[config.mk]
export PLATFORM = sky130hd
export DESIGN_NAME = z80BusTop
export DESIGN_NICKNAME = d
export VERILOG_FILES = /design/src/hdl/z80BusPkg.sv /design/src/hdl/busCycleIntf.sv /design/src/hdl/wbFrontEnd.sv /design/src/hdl/sequencer.sv /design/src/hdl/pinControl.sv /design/src/hdl/controlPins.sv /design/src/hdl/busPads.sv /design/src/hdl/z80BusTop.sv
export SDC_FILE = /design/constraint.sdc
export NUM_CORES = 1
export LEC_CHECK = 0
export ABC_AREA = 1
export BUFFER_PORTS_ARGS = -buffer_cell sky130_fd_sc_hd__buf_4
export CORE_MARGIN = 2
export CORE_UTILIZATION = 60
export CTS_BUF_LIST = sky130_fd_sc_hd__clkbuf_4
export CTS_CLUSTER_DIAMETER = 150
export DETAILED_ROUTE_END_ITERATION = 6
export PLACE_DENSITY = 0.87
export REMOVE_ABC_BUFFERS = 1
export SYNTH_ARGS = -nofsm -noshare
export SYNTH_HDL_FRONTEND = slang
export SYNTH_HIERARCHICAL = 1
export SYNTH_SLANG_ARGS = --single-unit
[constraint.sdc]
create_clock -name clk -period 5.6 [get_ports clk]
set_input_delay 0.28 -clock clk [delete_from_list [all_inputs] [get_ports clk]]
set_output_delay 0.28 -clock clk [all_outputs]
set_load 0.05 [all_outputs]
[src/hdl/z80BusPkg.sv]
// --------------------
// Bus unit types: machine-cycle kinds, T-states
// bus widths and the Wishbone space field
// --------------------
package z80BusPkg;

    // Bus widths
    localparam int addrW    = 16;
    localparam int dataW    = 8;
    localparam int refreshW = 7;     // Refresh counter, bit 7 of addr stays low

    // Wishbone address layout
    localparam int wbKindLo = 16;
    localparam int wbKindHi = 17;
    localparam int wbAdrW   = wbKindHi + 1;

    localparam logic [1:0] spaceMem   = 2'd0;
    localparam logic [1:0] spaceIo    = 2'd1;
    localparam logic [1:0] spaceFetch = 2'd2;  // Opcode fetch space is read only

    // Machine-cycle function
    typedef enum logic [2:0] {
        cycFetch   = 3'd0,   // M1 cycle
        cycMRead   = 3'd1,
        cycMWrite  = 3'd2,
        cycIORead  = 3'd3,
        cycIOWrite = 3'd4,
        cycIdle    = 3'd7
    } busKindE;

    // T-state of the running machine cycle
    typedef enum logic [2:0] {
        tIdle = 3'd0,
        t1    = 3'd1,
        t2    = 3'd2,
        tW    = 3'd3,   // Wait state, automatic or nWAIT
        t3    = 3'd4,
        t4    = 3'd5    // Fetch only
    } tStateE;

endpackage

[src/hdl/busCycleIntf.sv]
// --------------------
// Machine-cycle interface between the front end,
// sequencer, pin control and the bus pads
// --------------------
interface busCycleIntf;
    import z80BusPkg::*;

    // Request side, held by the front end until done
    logic             start;     // One clock, starts a machine cycle
    busKindE          kind;
    logic [addrW-1:0] addr;
    logic [dataW-1:0] wdata;

    // Sequencer state
    tStateE           tState;
    logic             inWait;    // High in any tW
    logic             done;      // Final T-state

    // Read data back from the pads
    logic [dataW-1:0] rdata;

    modport front (output start, kind, addr, wdata, input done, rdata);
    modport seq   (input start, kind, output tState, inWait, done);
    modport ctl   (input start, kind, tState, inWait);
    modport pads  (input addr, wdata, done, output rdata);

endinterface

[src/hdl/wbFrontEnd.sv]
// --------------------
// Wishbone classic slave front end
// --------------------
module wbFrontEnd (
    input  logic                         clk,
    input  logic                         rstN,
    input  logic                         wbCyc,
    input  logic                         wbStb,
    input  logic                         wbWe,
    input  logic [z80BusPkg::wbAdrW-1:0] wbAdr,
    input  logic [z80BusPkg::dataW-1:0]  wbDatI,
    output logic [z80BusPkg::dataW-1:0]  wbDatO,
    output logic                         wbAck,
    busCycleIntf.front                   bus
);
    import z80BusPkg::*;

    logic       busy;      // One operation in flight
    logic       accept;
    logic [1:0] space;
    busKindE    reqKind;

    // New request only when idle and not in the ack clock
    assign accept = wbCyc && wbStb && !busy && !wbAck;
    assign space  = wbAdr[wbKindHi:wbKindLo];

    // Space and direction to cycle function
    always_comb begin
        case (space)
            spaceIo:    reqKind = wbWe ? cycIOWrite : cycIORead;
            spaceFetch: reqKind = wbWe ? cycMWrite  : cycFetch;   // Write here goes to memory
            spaceMem:   reqKind = wbWe ? cycMWrite  : cycMRead;
            default:    reqKind = wbWe ? cycMWrite  : cycMRead;   // Space 3 aliases memory
        endcase
    end

    // --------------------
    // Handshake state
    // --------------------
    always_ff @(posedge clk or negedge rstN) begin
        if (!rstN) begin
            busy      <= 1'b0;
            bus.start <= 1'b0;
            bus.kind  <= cycIdle;
            wbAck     <= 1'b0;
        end else begin
            bus.start <= accept;       // Start one clock after accept
            wbAck     <= bus.done;     // Ack the clock after done
            if (accept) begin
                busy     <= 1'b1;
                bus.kind <= reqKind;
            end else if (wbAck) begin
                busy <= 1'b0;          // Free again after the ack clock
            end
        end
    end

    // Request payload and read data
    always_ff @(posedge clk) begin
        if (accept) begin
            bus.addr  <= wbAdr[addrW-1:0];
            bus.wdata <= wbDatI;
        end
        if (bus.done) begin
            wbDatO <= bus.rdata;       // Valid together with wbAck
        end
    end

endmodule

[src/hdl/sequencer.sv]
// --------------------
// T-state sequencer with automatic I/O waits
// and nWAIT stretching
// --------------------
module sequencer #(
    parameter int unsigned ioAutoWait = 1   // Automatic tW states in I/O cycles
) (
    input  logic     clk,
    input  logic     rstN,
    input  logic     waitReq,   // Synchronized nWAIT, active high
    busCycleIntf.seq bus
);
    import z80BusPkg::*;

    localparam logic [1:0] ioWaits = 2'(ioAutoWait);

    tStateE     tNext;
    logic [1:0] autoCnt;        // Automatic waits still to run
    logic [1:0] autoNext;
    logic [1:0] firstWaits;     // Automatic waits for this kind
    logic       isIo;

    assign isIo       = (bus.kind == cycIORead) || (bus.kind == cycIOWrite);
    assign firstWaits = isIo ? ioWaits : 2'd0;

    // --------------------
    // Next T-state
    // --------------------
    always_comb begin
        tNext    = bus.tState;
        autoNext = autoCnt;
        case (bus.tState)
            tIdle: begin
                if (bus.start) begin
                    tNext = t1;
                end
            end
            t1: tNext = t2;
            t2: begin
                if (firstWaits != 2'd0) begin
                    tNext    = tW;
                    autoNext = firstWaits - 2'd1;   // This tW counts as the first
                end else if (waitReq) begin
                    tNext    = tW;
                    autoNext = 2'd0;
                end else begin
                    tNext = t3;
                end
            end
            tW: begin
                if (autoCnt != 2'd0) begin
                    autoNext = autoCnt - 2'd1;
                end else if (!waitReq) begin
                    tNext = t3;                      // Leave once nWAIT is released
                end
            end
            t3: tNext = (bus.kind == cycFetch) ? t4 : tIdle;
            t4: tNext = tIdle;
            default: tNext = tIdle;
        endcase
    end

    always_ff @(posedge clk or negedge rstN) begin
        if (!rstN) begin
            bus.tState <= tIdle;
            autoCnt    <= 2'd0;
        end else begin
            bus.tState <= tNext;
            autoCnt    <= autoNext;
        end
    end

    // Final T-state is T4 of a fetch or T3 of the rest
    assign bus.done   = (bus.tState == t4) ||
                        ((bus.tState == t3) && (bus.kind != cycFetch));
    assign bus.inWait = (bus.tState == tW);

endmodule

[src/hdl/pinControl.sv]
// --------------------
// Strobe windows and pad enables from cycle
// function and T-state
// --------------------
module pinControl (
    input  logic     clk,
    input  logic     rstN,
    busCycleIntf.ctl bus,
    output logic     m1,
    output logic     mreq,
    output logic     iorq,
    output logic     rd,
    output logic     wr,
    output logic     rfsh,
    output logic     abWe,      // Load the address latch
    output logic     rfshSel,   // Refresh counter onto addr
    output logic     dbPinOe,   // Drive write data
    output logic     dbPinRe    // Sample dataIn
);
    import z80BusPkg::*;

    logic fFetch;     // Function flags, one hot
    logic fMRead;
    logic fMWrite;
    logic fIORead;
    logic fIOWrite;
    logic inT1;
    logic inT2;
    logic inT3;
    logic inT4;
    logic tA;         // T1 through the last tW
    logic tB;         // T2 through the last tW

    // Function latched at start, kept for the whole cycle
    always_ff @(posedge clk or negedge rstN) begin
        if (!rstN) begin
            fFetch   <= 1'b0;
            fMRead   <= 1'b0;
            fMWrite  <= 1'b0;
            fIORead  <= 1'b0;
            fIOWrite <= 1'b0;
        end else if (bus.start) begin
            fFetch   <= (bus.kind == cycFetch);
            fMRead   <= (bus.kind == cycMRead);
            fMWrite  <= (bus.kind == cycMWrite);
            fIORead  <= (bus.kind == cycIORead);
            fIOWrite <= (bus.kind == cycIOWrite);
        end
    end

    assign inT1 = (bus.tState == t1);
    assign inT2 = (bus.tState == t2);
    assign inT3 = (bus.tState == t3);
    assign inT4 = (bus.tState == t4);
    assign tA   = inT1 || inT2 || bus.inWait;
    assign tB   = inT2 || bus.inWait;

    // --------------------
    // Strobes, active high
    // --------------------
    assign m1   = fFetch && tA;
    assign mreq = (fFetch && (tA || inT3 || inT4)) ||              // Fetch plus refresh
                  ((fMRead || fMWrite) && (tA || inT3));
    assign rd   = ((fFetch || fMRead) && tA) || (fMRead && inT3) ||
                  (fIORead && (tB || inT3));
    assign wr   = (fMWrite || fIOWrite) && (tB || inT3);            // Data settles in T1
    assign iorq = (fIORead || fIOWrite) && (tB || inT3);
    assign rfsh = fFetch && (inT3 || inT4);

    // Pad enables
    assign abWe    = inT1;
    assign rfshSel = fFetch && (inT3 || inT4);
    assign dbPinOe = (fMWrite || fIOWrite) && (tA || inT3);
    assign dbPinRe = (fFetch && tB) ||                           // Opcode taken before T3
                     ((fMRead || fIORead) && inT3);

endmodule

[src/hdl/controlPins.sv]
// --------------------
// Registered active-low control pins
// and nWAIT synchronizer
// --------------------
module controlPins (
    input  logic clk,
    input  logic rstN,
    input  logic m1,
    input  logic mreq,
    input  logic iorq,
    input  logic rd,
    input  logic wr,
    input  logic rfsh,
    input  logic nWAIT,
    output logic nM1,
    output logic nMREQ,
    output logic nIORQ,
    output logic nRD,
    output logic nWR,
    output logic nRFSH,
    output logic waitReq
);
    logic [1:0] waitSync;   // Two-flop synchronizer, bit 1 is stable

    // Pins straight from flops, all high in reset
    always_ff @(posedge clk or negedge rstN) begin
        if (!rstN) begin
            nM1      <= 1'b1;
            nMREQ    <= 1'b1;
            nIORQ    <= 1'b1;
            nRD      <= 1'b1;
            nWR      <= 1'b1;
            nRFSH    <= 1'b1;
            waitSync <= 2'b11;
        end else begin
            nM1      <= !m1;
            nMREQ    <= !mreq;
            nIORQ    <= !iorq;
            nRD      <= !rd;
            nWR      <= !wr;
            nRFSH    <= !rfsh;
            waitSync <= {waitSync[0], nWAIT};
        end
    end

    assign waitReq = !waitSync[1];   // Wait while the pin is low

endmodule

[src/hdl/busPads.sv]
// --------------------
// Address latch, refresh counter, address mux
// and data-bus latches
// --------------------
module busPads (
    input  logic                        clk,
    input  logic                        rstN,
    input  logic                        abWe,
    input  logic                        rfshSel,
    input  logic                        dbPinOe,
    input  logic                        dbPinRe,
    input  logic [z80BusPkg::dataW-1:0] dataIn,
    busCycleIntf.pads                   bus,
    output logic [z80BusPkg::addrW-1:0] addr,
    output logic [z80BusPkg::dataW-1:0] dataOut,
    output logic                        dataOe
);
    import z80BusPkg::*;

    logic [refreshW-1:0] rfshCnt;
    logic [addrW-1:0]    rfshAddr;
    logic [dataW-1:0]    dataLatch;   // Read data held after sampling

    // Upper byte and bit 7 stay low in refresh
    assign rfshAddr = {{(addrW - refreshW){1'b0}}, rfshCnt};

    // --------------------
    // Pin drivers and counter
    // --------------------
    always_ff @(posedge clk or negedge rstN) begin
        if (!rstN) begin
            addr    <= '0;
            rfshCnt <= '0;
            dataOe  <= 1'b0;
        end else begin
            if (rfshSel) begin
                addr <= rfshAddr;
            end else if (abWe) begin
                addr <= bus.addr;
            end
            if (rfshSel && bus.done) begin
                rfshCnt <= rfshCnt + 1'b1;   // Once per fetch, wraps at 128
            end
            dataOe <= dbPinOe;               // Lines up with the strobe pins
        end
    end

    // Data latches
    always_ff @(posedge clk) begin
        if (abWe) begin
            dataOut <= bus.wdata;
        end
        if (dbPinRe) begin
            dataLatch <= dataIn;
        end
    end

    // Pin value passes through in the sampling clock
    assign bus.rdata = dbPinRe ? dataIn : dataLatch;

endmodule

[src/hdl/z80BusTop.sv]
// --------------------
// Z80 bus interface unit, top level
// --------------------
module z80BusTop #(
    parameter int unsigned ioAutoWait = 1
) (
    input  logic                         clk,
    input  logic                         rstN,
    // Wishbone host
    input  logic                         wbCyc,
    input  logic                         wbStb,
    input  logic                         wbWe,
    input  logic [z80BusPkg::wbAdrW-1:0] wbAdr,
    input  logic [z80BusPkg::dataW-1:0]  wbDatI,
    output logic [z80BusPkg::dataW-1:0]  wbDatO,
    output logic                         wbAck,
    // Z80 control pins
    output logic                         nM1,
    output logic                         nMREQ,
    output logic                         nIORQ,
    output logic                         nRD,
    output logic                         nWR,
    output logic                         nRFSH,
    input  logic                         nWAIT,
    // Address and data
    output logic [z80BusPkg::addrW-1:0]  addr,
    input  logic [z80BusPkg::dataW-1:0]  dataIn,
    output logic [z80BusPkg::dataW-1:0]  dataOut,
    output logic                         dataOe
);
    logic m1;
    logic mreq;
    logic iorq;
    logic rd;
    logic wr;
    logic rfsh;
    logic abWe;
    logic rfshSel;
    logic dbPinOe;
    logic dbPinRe;
    logic waitReq;   // From the synchronizer

    busCycleIntf bus ();

    wbFrontEnd wbFrontEnd (.*, .bus(bus.front));

    sequencer #(.ioAutoWait(ioAutoWait)) sequencer (.*, .bus(bus.seq));

    pinControl pinControl (.*, .bus(bus.ctl));

    controlPins controlPins (.*);

    busPads busPads (.*, .bus(bus.pads));

endmodule

Yosys cells after proc, flatten, opt, wreduce, memory -nomap -nowiden
Index checks and enable logic that the tools add are counted.
Widths: inputs -> output; s select.
{"block": "op_classes", "n_eq_ne": 16, "mux": 21, "n_reduce_logical": 53, "n_shift": 0, "magnitude_cmp": 0, "n_addsub": 3, "bitwise": 0, "div": 0, "n_mul": 0}
{"cell": "$mux 16", "n": 2}
{"cell": "$mux 3", "n": 7}
{"cell": "$logic_or 1x1->1", "n": 18}
{"cell": "$logic_and 1x1->1", "n": 17}
{"cell": "$pmux 3 s5", "n": 1}
{"cell": "$eq 3x2->1 const B", "n": 4}
{"cell": "$mux 2", "n": 5}
{"cell": "$reduce_bool 2->1", "n": 5}
{"cell": "$eq 3x3->1 const B", "n": 3}
{"cell": "$logic_not 1->1", "n": 8}
{"cell": "$mux 8", "n": 1}
{"cell": "$add 7x1->7 const B", "n": 1}
{"cell": "$eq 3x1->1 const B", "n": 2}
{"cell": "$logic_not 3->1", "n": 2}
{"cell": "$ne 2x2->1 const B", "n": 3}
{"cell": "$pmux 3 s2", "n": 1}
{"cell": "$reduce_and 3->1", "n": 2}
{"cell": "$pmux 2 s2", "n": 1}
{"cell": "$sub 2x1->2 const B", "n": 2}
{"cell": "$mux 1", "n": 3}
{"cell": "$ne 3x3->1 const B", "n": 1}
{"cell": "$reduce_bool 3->1", "n": 1}
{"cell": "$eq 2x1->1 const B", "n": 1}
{"cell": "$eq 2x2->1 const B", "n": 1}
{"cell": "$ne 2x1->1 const B", "n": 1}
{"block": "word_totals", "ff_bits": 96, "latch_bits": 0, "mem_count": 0, "ram_bits": 0, "inputBits": 40, "mem_bits_ro": 0, "wordCells": 119}

Longest topological paths before layout
{"block": "logic_depth", "ltp_word": 8, "depth_mapped": 9, "ltp_nobuf": 9}

Cells and area by module
The synthesis kept the hierarchy.
{"module": "busPads", "cells_per_inst": 140, "instances": 1, "area_per_inst_um2": 1546.5}
{"module": "wbFrontEnd", "cells_per_inst": 64, "instances": 1, "area_per_inst_um2": 1275.0}
{"module": "pinControl", "cells_per_inst": 57, "instances": 1, "area_per_inst_um2": 375.4}
{"module": "sequencer", "cells_per_inst": 52, "instances": 1, "area_per_inst_um2": 347.8}
{"module": "controlPins", "cells_per_inst": 15, "instances": 1, "area_per_inst_um2": 236.5}

Worst setup path before layout
No wires, ideal clock.
{"block": "synth_timing", "path_kind": "reg-to-reg", "startpoint": "register sequencer.bus.tState[2]", "endpoint": "register busPads.rfshCnt[4]", "arrival_ps": 1736, "path_buffers": 0, "setup_slack_ps": 3742, "setup_ps": 121, "t_required_ps": 5479, "synth_period_minus_slack_ps": 1858, "stages_incl_launch_ff": 7, "path_cell_list": "dfrtp_1 -> nand2_1 -> a21oi_1 -> nand2_2 -> nor2_4 -> nand2_1 -> xor2_1"}
{"block": "synth_via", "elab_chain_cells": 4, "word_cells_on_any_way": 7}
{"item": "from (decl)", "line_no": "busCycleIntf.sv:23", "text": "modport seq (input start, kind, output tState, inWait, done);"}
{"item": "from (signal assigned)", "line_no": "sequencer.sv:65", "text": "bus.tState <= tIdle;"}
{"item": "from (signal assigned)", "line_no": "sequencer.sv:68", "text": "bus.tState <= tNext;"}
{"item": "$eq 3x3->1", "line_no": "sequencer.sv:75", "text": "((bus.tState == t3) && (bus.kind != cycFetch));"}
{"item": "$logic_and 1x1->1", "line_no": "sequencer.sv:75"}
{"item": "$logic_or 1x1->1 *", "line_no": "sequencer.sv:74", "text": "assign bus.done = (bus.tState == t4) ||"}
{"item": "via bus.done", "line_no": "busCycleIntf.sv:17", "text": "logic done;"}
{"item": "$logic_and 1x1->1 *", "line_no": "busPads.sv:41", "text": "if (rfshSel && bus.done) begin"}
{"item": "to (signal assigned)", "line_no": "busPads.sv:42", "text": "rfshCnt <= rfshCnt + 1'b1;"}
{"item": "to (decl)", "line_no": "busPads.sv:20", "text": "logic [refreshW-1:0] rfshCnt;"}
Mark *: on every way through the listed nets, which the timed path passes. The rest lies on a longest branch.
A chain may end at the register's enable or synchronous reset.

Final worst setup path
Ends and elaborated chain as after synthesis.

==> results.cfg <==
[global_route]
antenna_found_initial = 0
overflow = 0
grt_max_degree = 49
grt_pass1_wl_um = 14600
grt_pass1_vias = 2936
grt_util_all_layers_pct = 27.2

[clock_tree]
insertion_delay_ns = 0.46
clk_pin_slew_ns = 0.15
htreeDepth = 3
cts_num_sinks = 96
cts_root_buffer = clkbuf_4
cts_tree = yes
cts-buffers-inserted = 9
cts.path.max_buffers = 2

[timing]
finClkSkew_ns = 0.0296
rsz0062_at_grt = false
whs_ns = 0.0240
fin_crit_sh_pct = 42.1
relSlewSlack_pct = 29.7
hold_violations = 0
worst_pin_slew_ns = 1.05
finalSetupTns_ns = 0
setup_viol = 0
layout_min_cycle_time_ns = 2.36
worst_slack_ns = 3.24
fmax_mhz = 424
drv_slew = 0

[critical_path]
cpMaxStageDelayCell = a21oi_1
crit_path_frequent_cell = nand2_1
critPathKind = reg -> reg
slowest_delay_ns = 0.83
cp.arrival_ns = 2.69
crit_family = compound AO/OA/AOI/OAI gates
rr_worst_depth = 6
crit_buf_inv = 0
crit_fanout = 10
end_kind = flip-flop
crit_chain = nand2_1, a21oi_1, nand2_2, nor2_4, nand2_1, xor2_1
crit_cells = 6
reg2reg_from = sequencer/bus.tState[2]
reg2reg_slack_ns = 3.24
required_ns = 5.93
start_kind = flip-flop
r2r_end = busPads/rfshCnt[4]

[placement]
pre_cts_ws_ns = 3.25
gp_congestion = 0.854
dp_cells = 475
hpwl_um = 4950
dpl-instance-area_sq_um = 4430
portBuffers = 79

[die]
num_rows = 28
fp.dieH_um = 83.4
io_pins = 80
fp.dieW_um = 83.4
core_area_sq_um = 5990
initial_core_util_pct = 63.1
die_area_sq_um = 6950

[hold_path]
min_from = wbAdr[4]
whs_path_depth = 1
hold_class = in -> reg
hold_end = wbFrontEnd/bus.addr[4]

[logic_synthesis]
yosys_warnings = 6
yosys.area_share.simple_pct = 16.2
synth-seq-cells = 96
synthTopCellsByArea = edfxtp_1 (32%), dfrtp_1 (24%), dfstp_2 (7.6%)
netlist-cell-type-count = 31
synth_xor_xnor_area_share_pct = 0.927
muxShareOfSynthArea_pct = 2.68
syn_area_per_cell_sq_um = 11.5
synth_compound_area_share_pct = 4.30
synth_top_family_by_area = simple AND/OR/NAND/NOR gates
synth_top_area_share_pct = 31.8
ys_seq_area_share_pct = 68.1
yosysTopAreaCell = edfxtp_1
synthAdderAreaFrac_pct = 1.65
syn_area_sq_um = 3780
synthCells = 328

[routing]
vias = 2758
drt_pass1_iterations = 4
vias_per_cell = 5.34
first_iter_violations = 243
drc_errors = 0
wl_per_cell_um = 17.1
finalWirelength_um = 8820
postRouteAntennaNets = 0

[pwr]
ir_drop_mv = 0.399
p_leak_nw = 2.24
powerDensity_nw_per_um2 = 529

[finish]
insertedDiodeCount = 0
final_nets = 481
drive_above_1_share_pct = 31.1
design_area_sq_um = 4850
stdcell_count = 516
areaGrowthSynthToFinish_pct = 28.4

[flow_run]
cap_viol_max_count = 0

[outcome]
outcome = completed
## per-layer routing
layer | wire (um) | track usage (%)
met5 | 0 | 0
met4 | 336 | 14.8
met3 | 592 | 5.37
met2 | 4640 | 47.3
met1 | 3250 | 31.6
## where the power goes
group          switching (W)  internal (W)
logic               0.000712      0.000324
clock network       0.000258      0.000190
registers           0.000126      0.000958
total                0.00110       0.00147
## cells in the final DEF, fill, tap and decap left out, drive strengths merged, types with 8 or more instances in the layout
master       synthesis  final
buf                  6     79
nand2               74     74
inv                 50     54
edfxtp              40     40
dfrtp               37     37
nand3               30     30
dlygate4sd3          0     25
nor2                21     21
dfstp               11     11
mux2                 9      9
clkbuf               1      9
dfxtp                8      8
o21ai                8      8
## timing repair
item                                   in CTS  in global routing
endpoints found under the hold margin      61                  0
hold buffers                               25                  0
buffers inserted                            0                  0
resized for setup                           0                  0
## cells in the mapped netlist, drive strengths merged
cell / number
a21oi: 2
buf: 6
clkbuf: 1
dfrtp: 37
dfstp: 11
dfxtp: 8
edfxtp: 40
ha: 5
inv: 50
mux2: 9
nand2: 74
nand3: 30
nand4: 6
nor2: 21
nor3: 3
o211a: 1
o211ai: 5
o21ai: 8
o21bai: 1
o22ai: 4
o32ai: 2
xnor2: 1
xor2: 3
## cell type report
| class | count | area [sq um] |
|---|---|---|
| clock buffer | 9 | 67.6 |
| clock inverter | 7 | 108 |
| fill | 332 | 1140 |
| inverter | 50 | 190 |
| multi-input combinational | 175 | 976 |
| sequential | 96 | 2580 |
| tap | 75 | 93.8 |
| timing repair buffer | 104 | 843 |
## stage by stage
step / utilization (%) / power (W)
finish: 81.0 / 0.00257
global route: 81.0 / 0.00270
CTS: 81.0 / 0.00253
detailed placement: 73.9 / 0.00209
global placement: 73.9 / 0.00204
floorplan: - / 0.00179
## kinds of logic (layout without fill, tap and decap cells)
family,after synthesis,in the layout
XOR/XNOR,4,4
flip-flops,96,96
adder cells (fa/ha/maj),5,5
AND/OR/NAND/NOR,134,134
buffers and inverters,57,170
multiplexers,9,9
AO/OA/AOI/OAI,23,23
## flip-flops by register name, indices dropped and copies added (netlist names), 2 cells and up
register / count
busPads/addr: 16
busPads/dataLatch: 8
sequencer/bus.tState: 3
wbFrontEnd/bus.wdata: 8
sequencer/autoCnt: 2
busPads/dataOut: 8
wbFrontEnd/bus.addr: 16
wbFrontEnd/wbDatO: 8
controlPins/waitSync: 2
busPads/rfshCnt: 7
wbFrontEnd/bus.kind: 3
## worst max path at each step
stage                       startpoint                   end
2_1_floorplan  sequencer/bus.tState[0]  wbFrontEnd/wbDatO[0]
3_3_place_gp   sequencer/bus.tState[0]    busPads/rfshCnt[4]
3_5_place_dp   sequencer/bus.tState[1]    busPads/rfshCnt[3]
4_1_cts        sequencer/bus.tState[2]    busPads/rfshCnt[4]
5_1_grt        sequencer/bus.tState[1]    busPads/rfshCnt[4]
6_report       sequencer/bus.tState[2]    busPads/rfshCnt[4]
No activity file was read; power rests on OpenSTA's default activity.
